==> src/logic/uart_rx_pkg.sv <==
package uart_rx_pkg;

    // frame geometry
    localparam int DATA_WIDTH = 8;                 // data bits per frame, lsb first on the line
    localparam int BIT_CNT_W  = $clog2(DATA_WIDTH); // width of the data bit index

    // one received byte
    typedef logic [DATA_WIDTH-1:0] rx_byte_t;

    // per-frame error flags
    typedef logic [1:0] rx_err_t;
    localparam int ERR_PARITY = 0;  // parity bit mismatch
    localparam int ERR_FRAME  = 1;  // stop bit sampled low

    // index of the data bit being received
    typedef logic [BIT_CNT_W-1:0] bit_cnt_t;

    // frame states, data bits share one state plus bit_cnt_t
    typedef enum logic [2:0] {
        IDLE   = 3'd0,  // line idle, hunting for a start edge
        START  = 3'd1,  // waiting for mid start bit
        DATA   = 3'd2,  // data bits, indexed by bit_idx
        PARITY = 3'd3,  // optional parity bit
        STOP   = 3'd4   // stop bit
    } rx_state_t;

endpackage

==> src/logic/rx_bit_if.sv <==
`timescale 1ns/10ps

interface rx_bit_if;
    import uart_rx_pkg::*;

    // sampler side
    logic      start_edge;  // synced high-to-low on the line
    logic      strobe;      // mid-bit sample point
    logic      bit_val;     // synced line level

    // fsm side
    rx_state_t state;       // current frame state
    bit_cnt_t  bit_idx;     // data bit number within DATA
    logic      hunting;     // fsm in IDLE, sampler may re-arm

    modport sampler (output start_edge, strobe, bit_val, input hunting);

    modport fsm (input start_edge, strobe, bit_val, output state, bit_idx, hunting);

    // read-only view for the byte assembler
    modport monitor (input strobe, bit_val, state, bit_idx);

endinterface

==> src/logic/rx_line_sampler.sv <==
`timescale 1ns/10ps

module rx_line_sampler #(
    parameter int CLKS_PER_BIT = 16     // at least 4 clocks per serial bit
) (
    input  logic     clk,
    input  logic     reset,
    input  logic     rx_serial,         // async serial line
    rx_bit_if.sampler bus
);

    localparam int CNT_W = $clog2(CLKS_PER_BIT);
    localparam logic [CNT_W-1:0] HALF_LOAD = CNT_W'(CLKS_PER_BIT / 2 - 1); // start edge to mid start
    localparam logic [CNT_W-1:0] FULL_LOAD = CNT_W'(CLKS_PER_BIT - 1);     // mid-bit to mid-bit

    logic             rx_meta;      // first sync flop
    logic             rx_sync;      // second sync flop, the usable line
    logic             rx_prev;      // delayed copy for edge detect
    logic             armed;        // counter running for a frame
    logic [CNT_W-1:0] baud_cnt;     // cycles left to next strobe
    logic             start_edge;
    logic             strobe;

    assign start_edge = rx_prev & ~rx_sync;               // falling edge of synced line
    assign strobe     = armed && (baud_cnt == '0);        // fires once per bit period

    assign bus.start_edge = start_edge;
    assign bus.strobe     = strobe;
    assign bus.bit_val    = rx_sync;

    always_ff @(posedge clk) begin
        if (reset) begin
            rx_meta  <= 1'b1;       // line idles high
            rx_sync  <= 1'b1;
            rx_prev  <= 1'b1;       // no false edge out of reset
            armed    <= 1'b0;
            baud_cnt <= '0;
        end else begin
            rx_meta <= rx_serial;
            rx_sync <= rx_meta;
            rx_prev <= rx_sync;

            if (bus.hunting && start_edge) begin
                armed    <= 1'b1;               // re-arm on every edge seen in idle
                baud_cnt <= HALF_LOAD;          // first strobe lands mid start bit
            end else if (bus.hunting) begin
                armed <= 1'b0;                  // idle without an edge stops the strobes
            end else if (strobe) begin
                baud_cnt <= FULL_LOAD;          // next bit centre
            end else if (baud_cnt != '0) begin
                baud_cnt <= baud_cnt - CNT_W'(1);
            end
        end
    end

    // the fsm leaves idle on the edge that arms the counter, so
    // a strobe in idle would mean counter and fsm have lost step
    a_no_strobe_in_idle: assert property (
        @(posedge clk) disable iff (reset)
        bus.hunting |-> !strobe
    );

endmodule

==> src/logic/rx_state.sv <==
`timescale 1ns/10ps

module rx_state #(
    parameter int PARITY_EN = 1     // 1 when a parity bit follows the data
) (
    input  logic clk,
    input  logic reset,
    rx_bit_if.fsm bus
);
    import uart_rx_pkg::*;

    localparam bit_cnt_t LAST_IDX = bit_cnt_t'(DATA_WIDTH - 1);   // final data bit

    rx_state_t state_q;
    rx_state_t state_d;
    bit_cnt_t  bit_idx_q;
    bit_cnt_t  bit_idx_d;

    assign bus.state   = state_q;
    assign bus.bit_idx = bit_idx_q;
    assign bus.hunting = (state_q == IDLE);     // lets the sampler re-arm

    always_comb begin
        state_d   = state_q;
        bit_idx_d = bit_idx_q;
        case (state_q)
            IDLE: begin
                if (bus.start_edge) begin
                    state_d = START;            // edge, wait for mid start bit
                end
            end
            START: begin
                if (bus.strobe) begin
                    if (bus.bit_val) begin
                        state_d = IDLE;         // line back high, glitch not a start
                    end else begin
                        state_d   = DATA;
                        bit_idx_d = '0;
                    end
                end
            end
            DATA: begin
                if (bus.strobe) begin
                    if (bit_idx_q == LAST_IDX) begin
                        if (PARITY_EN != 0) begin
                            state_d = PARITY;
                        end else begin
                            state_d = STOP;     // no parity bit on the line
                        end
                    end else begin
                        bit_idx_d = bit_idx_q + bit_cnt_t'(1);
                    end
                end
            end
            PARITY: begin
                if (bus.strobe) begin
                    state_d = STOP;
                end
            end
            STOP: begin
                if (bus.strobe) begin
                    state_d = IDLE;             // stop sampled, assembler closes frame
                end
            end
            default: begin
                state_d = IDLE;                 // unused encodings recover to idle
            end
        endcase
    end

    always_ff @(posedge clk) begin
        if (reset) begin
            state_q   <= IDLE;
            bit_idx_q <= '0;
        end else begin
            state_q   <= state_d;
            bit_idx_q <= bit_idx_d;
        end
    end

    a_idle_after_reset: assert property (
        @(posedge clk)
        reset |=> (state_q == IDLE)
    );

    a_no_parity_state: assert property (
        @(posedge clk) disable iff (reset)
        (PARITY_EN == 0) |-> (state_q != PARITY)
    );

endmodule

==> src/logic/rx_byte_assembler.sv <==
`timescale 1ns/10ps

module rx_byte_assembler #(
    parameter int PARITY_EN  = 1,   // parity bit present
    parameter int PARITY_ODD = 0    // 1 odd, 0 even
) (
    input  logic                clk,
    input  logic                reset,
    rx_bit_if.monitor           bus,
    output logic                frame_valid,    // one pulse per completed frame
    output uart_rx_pkg::rx_byte_t frame_byte,
    output uart_rx_pkg::rx_err_t  frame_err
);
    import uart_rx_pkg::*;

    localparam logic ODD_SENSE = (PARITY_ODD != 0);   // expected xor of data and parity bit

    rx_byte_t shift_q;      // data bits, lsb arrives first
    logic     par_q;        // running xor of data bits
    logic     par_err_q;    // parity mismatch for current frame

    // control side
    always_ff @(posedge clk) begin
        if (reset) begin
            frame_valid <= 1'b0;
            par_q       <= 1'b0;
            par_err_q   <= 1'b0;
        end else begin
            frame_valid <= 1'b0;                // default, pulse only on stop
            if (bus.strobe) begin
                case (bus.state)
                    DATA: begin
                        if (bus.bit_idx == '0) begin
                            par_q     <= bus.bit_val;   // first bit restarts the parity
                            par_err_q <= 1'b0;          // and drops last frame's flag
                        end else begin
                            par_q <= par_q ^ bus.bit_val;
                        end
                    end
                    PARITY: begin
                        par_err_q <= par_q ^ bus.bit_val ^ ODD_SENSE;
                    end
                    STOP: begin
                        frame_valid <= 1'b1;    // one cycle after the stop strobe
                    end
                    default: ;
                endcase
            end
        end
    end

    // payload side
    always_ff @(posedge clk) begin
        if (bus.strobe && (bus.state == DATA)) begin
            shift_q <= {bus.bit_val, shift_q[DATA_WIDTH-1:1]};  // shift toward lsb
        end
        if (bus.strobe && (bus.state == STOP)) begin
            frame_byte             <= shift_q;
            frame_err[ERR_PARITY]  <= (PARITY_EN != 0) && par_err_q;
            frame_err[ERR_FRAME]   <= ~bus.bit_val;             // stop bit must be high
        end
    end

    // stop lasts one strobe before the fsm is back in idle
    a_valid_one_cycle: assert property (
        @(posedge clk) disable iff (reset)
        frame_valid |=> !frame_valid
    );

endmodule

==> src/logic/rx_output_buffer.sv <==
`timescale 1ns/10ps

module rx_output_buffer (
    input  logic                  clk,
    input  logic                  reset,
    input  logic                  frame_valid,  // new frame from assembler
    input  uart_rx_pkg::rx_byte_t frame_byte,
    input  uart_rx_pkg::rx_err_t  frame_err,
    input  logic                  rx_ready,     // consumer accepts
    output uart_rx_pkg::rx_byte_t rx_data,
    output uart_rx_pkg::rx_err_t  rx_err,
    output logic                  rx_valid,
    output logic                  rx_overrun    // sticky, a frame was lost
);

    logic take;     // held byte leaves this cycle
    logic load;     // incoming frame is stored
    logic drop;     // incoming frame lost, slot still full

    assign take = rx_valid && rx_ready;
    assign load = frame_valid && (!rx_valid || take);   // empty, or emptying now
    assign drop = frame_valid && rx_valid && !rx_ready;

    always_ff @(posedge clk) begin
        if (reset) begin
            rx_valid   <= 1'b0;
            rx_overrun <= 1'b0;
        end else begin
            if (load) begin
                rx_valid <= 1'b1;
            end else if (take) begin
                rx_valid <= 1'b0;
            end

            if (take) begin
                rx_overrun <= 1'b0;     // held byte gone, flag clears
            end else if (drop) begin
                rx_overrun <= 1'b1;     // stays up until the consumer takes the byte
            end
        end
    end

    always_ff @(posedge clk) begin
        if (load) begin
            rx_data <= frame_byte;
            rx_err  <= frame_err;
        end
    end

    // a stalled word must not change or vanish under the consumer
    a_hold_stable: assert property (
        @(posedge clk) disable iff (reset)
        (rx_valid && !rx_ready) |=> (rx_valid && $stable(rx_data) && $stable(rx_err))
    );

endmodule

==> src/logic/uart_rx_top.sv <==
`timescale 1ns/10ps

module uart_rx_top #(
    parameter int CLKS_PER_BIT = 16,    // clocks per serial bit
    parameter int PARITY_EN    = 1,     // parity bit present
    parameter int PARITY_ODD   = 0      // odd parity when set
) (
    input  logic                  clk,
    input  logic                  reset,
    input  logic                  rx_serial,
    input  logic                  rx_ready,
    output uart_rx_pkg::rx_byte_t rx_data,
    output uart_rx_pkg::rx_err_t  rx_err,
    output logic                  rx_valid,
    output logic                  rx_overrun
);
    import uart_rx_pkg::*;

    rx_bit_if bit_if ();    // sampler, fsm and assembler share this

    logic     frame_valid;
    rx_byte_t frame_byte;
    rx_err_t  frame_err;

    rx_line_sampler #(
        .CLKS_PER_BIT (CLKS_PER_BIT)
    ) sampler_i (
        .clk       (clk),
        .reset     (reset),
        .rx_serial (rx_serial),
        .bus       (bit_if.sampler)
    );

    rx_state #(
        .PARITY_EN (PARITY_EN)
    ) state_i (
        .clk   (clk),
        .reset (reset),
        .bus   (bit_if.fsm)
    );

    rx_byte_assembler #(
        .PARITY_EN  (PARITY_EN),
        .PARITY_ODD (PARITY_ODD)
    ) assembler_i (
        .clk         (clk),
        .reset       (reset),
        .bus         (bit_if.monitor),
        .frame_valid (frame_valid),
        .frame_byte  (frame_byte),
        .frame_err   (frame_err)
    );

    rx_output_buffer buffer_i (
        .clk         (clk),
        .reset       (reset),
        .frame_valid (frame_valid),
        .frame_byte  (frame_byte),
        .frame_err   (frame_err),
        .rx_ready    (rx_ready),
        .rx_data     (rx_data),
        .rx_err      (rx_err),
        .rx_valid    (rx_valid),
        .rx_overrun  (rx_overrun)
    );

endmodule

==> config.mk <==
export PLATFORM = sky130hd
export DESIGN_NAME = uart_rx_top
export DESIGN_NICKNAME = d
export VERILOG_FILES = /design/src/logic/uart_rx_pkg.sv /design/src/logic/rx_bit_if.sv /design/src/logic/rx_line_sampler.sv /design/src/logic/rx_state.sv /design/src/logic/rx_byte_assembler.sv /design/src/logic/rx_output_buffer.sv /design/src/logic/uart_rx_top.sv
export SDC_FILE = /design/constraint.sdc
export NUM_CORES = 1
export LEC_CHECK = 0
export BUFFER_PORTS_ARGS = -buffer_cell sky130_fd_sc_hd__buf_2
export CAP_MARGIN = 20
export CELL_PAD_IN_SITES_DETAIL_PLACEMENT = 0
export CELL_PAD_IN_SITES_GLOBAL_PLACEMENT = 2
export CORE_MARGIN = 2
export CORE_UTILIZATION = 41
export CTS_CLUSTER_DIAMETER = 80
export DETAILED_ROUTE_END_ITERATION = 10
export PLACE_DENSITY_LB_ADDON = 0.25
export SLEW_MARGIN = 20
export SYNTH_ARGS = -nofsm -noshare
export SYNTH_HDL_FRONTEND = slang
export SYNTH_SLANG_ARGS = --single-unit
export TNS_END_PERCENT = 30
==> constraint.sdc <==
create_clock -name clk -period 2 [get_ports clk]
set_input_delay 0.3 -clock clk [delete_from_list [all_inputs] [get_ports clk]]
set_output_delay 0.3 -clock clk [all_outputs]
set_load 0.1 [all_outputs]
Yosys cells after proc, flatten, opt, wreduce, memory -nomap -nowiden
Index checks and enable logic that the tools add are counted.

word-level totals
  bits in registers = 47
  memories kept = 0
  bits in read-only memories = 0
  memory bits (writable) = 0
  output and inout port bits = 12
  logic and storage cells = 95
  latch bits = 0
  input port bits = 4

operators by class
  reductions and logical operators = 30
  divide/modulo/power cells = 0
  muxes and demuxes = 25
  add/sub/neg operators = 2
  multiply operators = 0
  shift operators = 0
  eq/ne operators = 15
  order comparisons = 0
  bitwise operators = 5

operators with widths
  cell                 count
  $mux 3               12
  $pmux 3 s5           1
  $ne 2x1->1 const B   5
  $ne 2x2->1 const B   5
  $reduce_bool 2->1    5
  $logic_and 1x1->1    8
  $mux 4               2
  $mux 1               7
  $eq 3x2->1 const B   2
  $eq 3x3->1 const B   2
  $logic_not 3->1      2
  $pmux 3 s2           1
  $reduce_and 2->1     3
  $reduce_and 6->1     1
  $reduce_or 2->1      3
  $reduce_and 5->1     1
  $logic_not 4->1      1
  $reduce_bool 4->1    1
  $sub 4x1->4 const B  1
  $add 3x1->3 const B  1
  $eq 3x1->1 const B   1
  $not 1->1            3
  $reduce_and 3->1     1
  $reduce_bool 3->1    1
  other kinds (6)      7

Logic depth before layout (Yosys ltp)
  depth in word-level cells = 5
  depth in mapped cells = 6
  depth with buffers taken out = 5

Hierarchy
Synthesis repeated with hierarchy kept, for this count alone.

second synthesis, totals
  cell total of the unflattened synthesis = 131
  area, all modules = 1861.8 um^2

modules (own cells, without submodules)
  module             cells each  sequential area each (um^2)  instances  area each (um^2)
  rx_byte_assembler  39          600.6                        1          743.2
  rx_state           36          120.1                        1          387.9
  rx_output_buffer   18          340.3                        1          374.1
  rx_line_sampler    38          160.2                        1          356.6

Worst setup path before layout
OpenSTA, ideal clock, no wires.

  path kind = reg-to-reg
  start point = reg buffer_i.rx_valid
  end point = reg buffer_i.rx_data[0] (enable)
  period minus slack after synthesis = 2.007 ns
  library setup time = 0.421 ns
  cell stages (with the launch flop) = 2
  buffers on the path = 0
  arrival time = 1.586 ns
  slack = -0.007 ns
  data required time = 1.579 ns
  cell sequence = dfxtp_1 a21boi_0

between the ends
  cells in the longest elaborated chain, start to end = 3
  elaborated cells between the ends (all ways) = 4
  those cells by class = reduce/logical (4)

ends and longest elaborated chain
  item                                                  RTL line                                        text
  start: declaration                                    rx_output_buffer.sv:12                          output logic rx_valid,
  start signal: assignment                              rx_output_buffer.sv:26                          rx_valid <= 1'b0;
  start signal: assignment                              rx_output_buffer.sv:30                          rx_valid <= 1'b1;
  start signal: assignment                              rx_output_buffer.sv:32                          rx_valid <= 1'b0;
  $logic_not 1->1 or $logic_and 1x1->1 (tied branches)  rx_output_buffer.sv:21, rx_output_buffer.sv:20
  $logic_or 1x1->1 *                                    rx_output_buffer.sv:21                          assign load = frame_valid && (!rx_valid || take);
  $logic_and 1x1->1 *                                   rx_output_buffer.sv:21
  named net buffer_i.load                               rx_output_buffer.sv:17                          logic load;
  end signal: assignment                                rx_output_buffer.sv:45                          rx_data <= frame_byte;
  end: declaration                                      rx_output_buffer.sv:10                          output uart_rx_pkg::rx_byte_t rx_data,

The timed path passes the listed nets; every way through them passes the cells marked *.
A chain may end at the register's enable or synchronous reset.

Final worst setup path
  start point = reg sampler_i.baud_cnt[0]
  end point = reg assembler_i.frame_err[0] (enable)

between the ends
  cells in the longest elaborated chain, start to end = 3

ends and longest elaborated chain
  item                            RTL line                 text
  start: declaration              rx_line_sampler.sv:20    logic [CNT_W-1:0] baud_cnt;
  start signal: assignment        rx_line_sampler.sv:51    baud_cnt <= baud_cnt - CNT_W'(1);
  $logic_not 4->1                 rx_line_sampler.sv:25    assign strobe = armed && (baud_cnt == '0);
  $logic_and 1x1->1               rx_line_sampler.sv:25
  $logic_and 1x1->1               rx_byte_assembler.sv:57  if (bus.strobe && (bus.state == STOP)) begin
  end signal: indexed assignment  rx_byte_assembler.sv:59  frame_err[ERR_PARITY] <= (PARITY_EN != 0) && par_err_q;
  end signal: indexed assignment  rx_byte_assembler.sv:60  frame_err[ERR_FRAME] <= ~bus.bit_val;
  end: declaration                rx_byte_assembler.sv:12  output uart_rx_pkg::rx_err_t frame_err

No other way between the ends.

==> impl_table.tex <==
\begin{tabular}{lr}
\hline
Metric & Value \\
\hline
\multicolumn{2}{l}{\textbf{Outcome}} \\
\quad Status & finished clean \\
\multicolumn{2}{l}{\textbf{Clocking}} \\
\quad Source-to-sink clock delay at the later pin of the worst-skew pair & 0.30 ns \\
\quad Clock Root Buffer & sky130\_fd\_sc\_hd\_\_clkbuf\_8 \\
\quad Total clock sinks & 47 \\
\quad CTS hold repair buffers & 0 \\
\quad Clk buf depth & 2 \\
\quad Resize count post-CTS & 0 \\
\quad Clock buffer count from CTS & 5 \\
\quad TritonCTS clock tree & built \\
\quad Maximum level of the CTS H-tree & 2 \\
\quad Register clock-pin slew on the reported worst setup and hold paths & 0.09 ns \\
\quad Buffers inserted by post-CTS timing repair & 0 \\
\multicolumn{2}{l}{\textbf{Die}} \\
\quad Die Footprint & 5173 um2 \\
\quad Core ar. & 4414 um2 \\
\quad Die span in x & 71.93 um \\
\quad Vertical die dimension & 71.93 um \\
\quad I/O Pins & 16 \\
\quad Floorplan row count & 24 \\
\quad Initial Utilization & 42.86\% \\
\multicolumn{2}{l}{\textbf{Global route}} \\
\quad Maximum number of pins on one net before global-route repair & 20 \\
\quad Total global routing overflow & 0 \\
\quad All-Layer GR Usage & 13.66\% \\
\quad Wire length of the first global-routing pass & 5.382 mm \\
\quad Antenna violations before repair & 0 \\
\quad Number of global-route vias before repair & 1126 \\
\multicolumn{2}{l}{\textbf{Timing}} \\
\quad Final critical-path setup slack & 0.1261 ns \\
\quad Shortest period the worst path allows & 1.874 ns \\
\quad Worst-case headroom to the max-slew limit & 62.57\% \\
\quad Tightest Pin Transition & 0.5572 ns \\
\quad Setup Skew & 0.006578 ns \\
\quad Final setup violation count & 0 \\
\quad Setup total negative slack & 0 ns \\
\quad Final Max Tran Viols & 0 \\
\quad Unrepaired setup endpoints after global routing & no \\
\quad Hold WS & 0.1814 ns \\
\quad Fin. Hold Viols & 0 \\
\quad Achievable frequency & 533.6 MHz \\
\quad Post-route clock period utilization & 93.70\% \\
\multicolumn{2}{l}{\textbf{Logic synthesis}} \\
\quad Post-synth cell types & 45 \\
\quad Portion of the post-synthesis area used by sequential elements & 64.55\% \\
\quad Synthesized area per cell & 13.71 um2 \\
\quad Ys Warns & 0 \\
\quad Number of nets in the synthesized netlist & 147 \\
\quad Count of state elements after synthesis & 47 \\
\quad Post-Synthesis Cells & 138 \\
\quad Synth Cell Area & 1892 um2 \\
\multicolumn{2}{l}{\textbf{Route}} \\
\quad Final wirelength & 3.031 mm \\
\quad DRC errors left & 0 \\
\quad Number of vias after detailed routing & 1134 \\
\quad Total iterations of the first detailed-routing run & 4 \\
\quad Detail-routed via count per cell & 5.349 \\
\quad Violation count after the first detailed-routing iteration & 41 \\
\quad Wire length per cell after detailed routing & 14.30 um \\
\quad Number of antenna-violating nets in the routed design & 0 \\
\multicolumn{2}{l}{\textbf{Placed design}} \\
\quad Instance count after placement with tap cells included & 204 \\
\quad Final estimated routing congestion in global placement & 0.7282 \\
\quad Port bufs & 15 \\
\quad Final HPWL from detailed placement & 2.157 mm \\
\quad Placement Cell Area & 2031 um2 \\
\quad Setup slack at placement & 0.1142 ns \\
\multicolumn{2}{l}{\textbf{Power and ir drop}} \\
\quad Max rail drop VDD & 0.3558 mV \\
\quad Switching power share of the total & 21.34\% \\
\quad Clock power frac & 38.0\% \\
\quad Sequential cell fraction of total power & 56.4\% \\
\quad Int Power & 1.449 mW \\
\quad Leakage Power & 0.7635 nW \\
\quad Combinational share of power & 5.6\% \\
\quad Power per Cell Area & 858.0 nW/um2 \\
\quad Total design power & 1.842 mW \\
\quad Net Switching & 0.3931 mW \\
\multicolumn{2}{l}{\textbf{Worst hold path}} \\
\quad HP Class & primary input to flop \\
\quad Startpoint of the lowest-slack hold path & rx\_serial \\
\quad Instance count along the most critical hold path & 2 \\
\quad Endpoint of the worst hold-timing path & sampler\_i.rx\_meta\$\_SDFF\_PP1\_ \\
\multicolumn{2}{l}{\textbf{Setup path}} \\
\quad Critical Path Sink Type & flop \\
\quad Critical Setup Path Class & flop to flop \\
\quad Worst R2R Setup Slack & 0.13 ns \\
\quad Critical register-to-register path endpoint & assembler\_i.frame\_err[0]\$\_DFFE\_PP\_ \\
\quad Cell depth of the worst flop-to-flop path & 4 \\
\quad Worst reg2reg startpoint & sampler\_i.baud\_cnt[0]\$\_SDFFE\_PP0P\_ \\
\quad Critical path fanouts, max & 11 \\
\quad CP Launch Type & flop \\
\quad Arrival time at the worst endpoint & 1.82 ns \\
\quad Critical path origin & sampler\_i.baud\_cnt[0]\$\_SDFFE\_PP0P\_ \\
\quad Endpoint required time on the critical path & 1.95 ns \\
\multicolumn{2}{l}{\textbf{Job}} \\
\quad Count of maximum capacitance violations & 0 \\
\multicolumn{2}{l}{\textbf{Final layout}} \\
\quad Most common cell after layout, fill and taps aside & sky130\_fd\_sc\_hd\_\_edfxtp\_1 \\
\quad Fraction of layout cells with a size suffix above 1 & 25.00\% \\
\quad Core Util, Final & 48.64\% \\
\quad Number of antenna cells inserted & 0 \\
\quad Highest-count cells in the layout ignoring fill and taps & 28 x sky130\_fd\_sc\_hd\_\_edfxtp\_1, 18 x sky130\_fd\_sc\_hd\_\_dfxtp\_1, 15 x sky130\_fd\_sc\_hd\_\_buf\_2 \\
\quad Layout overhead on the synthesized area & 13.49\% \\
\quad Post-layout instance area & 2147 um2 \\
\quad Count of non-filler cells in the finished layout & 212 \\
\quad Count of nets after finishing & 168 \\
\hline
\end{tabular}
[worst max-delay path by stage]
stage | depth (start not counted) | end | slack, ns
5_1_grt | 4 | assembler_i.frame_err[1]$_DFFE_PP_ | 0.01
3_3_place_gp | 4 | assembler_i.frame_byte[5]$_DFFE_PP_ | 0.22
2_1_floorplan | 6 | assembler_i.shift_q[0]$_DFFE_PP_ | 0.17
6_report | 4 | assembler_i.frame_err[0]$_DFFE_PP_ | 0.13
4_1_cts | 4 | assembler_i.frame_err[0]$_DFFE_PP_ | 0.1
3_5_place_dp | 4 | assembler_i.frame_byte[6]$_DFFE_PP_ | 0.11
[flip-flops by register name (all words and copies together) (netlist names), 2 cells and up]
name                    count
buffer_i.rx_err             2
state_i.bus.state           3
state_i.bus.bit_idx         3
assembler_i.shift_q         8
assembler_i.frame_byte      8
buffer_i.rx_data            8
sampler_i.baud_cnt          4
assembler_i.frame_err       2
[final cells by class]
cell class | count | area, um2
repair buffers | 21 | 120.1
flip-flops and latches | 47 | 1222
multi-input cells | 72 | 578.1
clock buffers | 5 | 68.82
well taps | 52 | 65.06
inverters | 12 | 45.04
fillers | 378 | 2267
clock inverters | 3 | 47.55
[cells in the mapped netlist]
library cell                number  area (um2)
sky130_fd_sc_hd__and3_1          2       12.51
sky130_fd_sc_hd__dfxtp_1        19       380.4
sky130_fd_sc_hd__a211oi_2        2       25.02
sky130_fd_sc_hd__or3b_1          3       26.28
sky130_fd_sc_hd__nor4_2          1       12.51
sky130_fd_sc_hd__o21ai_1         1       5.000
sky130_fd_sc_hd__nor2b_1         3       18.77
sky130_fd_sc_hd__o22ai_1         1       6.260
sky130_fd_sc_hd__inv_2           1       3.750
sky130_fd_sc_hd__a21boi_0        1       7.510
sky130_fd_sc_hd__or3_1           1       6.260
sky130_fd_sc_hd__mux2i_1         2       20.02
sky130_fd_sc_hd__o211a_1         1       10.01
sky130_fd_sc_hd__nand3_1         3       15.01
sky130_fd_sc_hd__or4b_1          1       10.01
sky130_fd_sc_hd__edfxtp_1       28       840.8
sky130_fd_sc_hd__a311oi_1        1       8.760
sky130_fd_sc_hd__or4_1           1       7.510
sky130_fd_sc_hd__nand4_1         1       6.260
sky130_fd_sc_hd__a21oi_1         6       30.03
sky130_fd_sc_hd__a2111oi_4       1       27.53
sky130_fd_sc_hd__o32ai_1         4       35.03
sky130_fd_sc_hd__nand4bb_4       1       27.53
sky130_fd_sc_hd__or2_2           3       18.77
sky130_fd_sc_hd__a31o_1          2       17.52
sky130_fd_sc_hd__clkbuf_1        2       7.510
sky130_fd_sc_hd__nor3_1          4       20.02
sky130_fd_sc_hd__nand2_1         5       18.77
sky130_fd_sc_hd__inv_1          11       41.29
sky130_fd_sc_hd__xor2_1          1       8.760
sky130_fd_sc_hd__a32o_1          1       10.01
sky130_fd_sc_hd__buf_4           1       7.510
sky130_fd_sc_hd__nor2_1          5       18.77
sky130_fd_sc_hd__nand3b_1        1       7.510
sky130_fd_sc_hd__o2111a_1        1       11.26
sky130_fd_sc_hd__buf_6           2       22.52
sky130_fd_sc_hd__o41ai_1         1       8.760
sky130_fd_sc_hd__and2_1          1       6.260
sky130_fd_sc_hd__ha_1            5       62.56
sky130_fd_sc_hd__and4bb_1        1       12.51
sky130_fd_sc_hd__nor3b_1         1       7.510
sky130_fd_sc_hd__a211oi_1        1       7.510
sky130_fd_sc_hd__a32oi_1         1       8.760
sky130_fd_sc_hd__buf_2           2       10.01
sky130_fd_sc_hd__a2111oi_2       1       15.01
[critical path, stage by stage, from the launching register on]
cell,delay (ns)
sky130_fd_sc_hd__dfxtp_1,0.34
sky130_fd_sc_hd__inv_1,0.11
sky130_fd_sc_hd__ha_1,0.29
sky130_fd_sc_hd__and4bb_1,0.32
sky130_fd_sc_hd__and3_1,0.47
[kinds of logic after synthesis]
group / synth area share [%]
AOI/OAI and AO/OA: 12.37
xor gates and xnor gates: 0.4630
and+or+nand+nor: 13.36
adders and majority gates: 3.307
DFF: 64.55
buffers and inverters: 4.894
muxes: 1.058
[power by group through the flow]
stage | sequential [mW] | combinational, mW | clock [mW]
after global routing | 1.04 | 0.117 | 0.770
final | 1.04 | 0.104 | 0.699
after floorplan | 1.06 | 0.0902 | 0
after global placement | 1.06 | 0.101 | 0
after detailed placement | 1.06 | 0.104 | 0
after CTS | 1.04 | 0.105 | 0.723
[metal layers]
metal	track usage [%]	part of all wire, %
met1	16.29	44
met4	5.031	0.82
met3	4.167	5.0
met2	23.35	50
met5	0	0
Power figures use the tool's default switching activity.
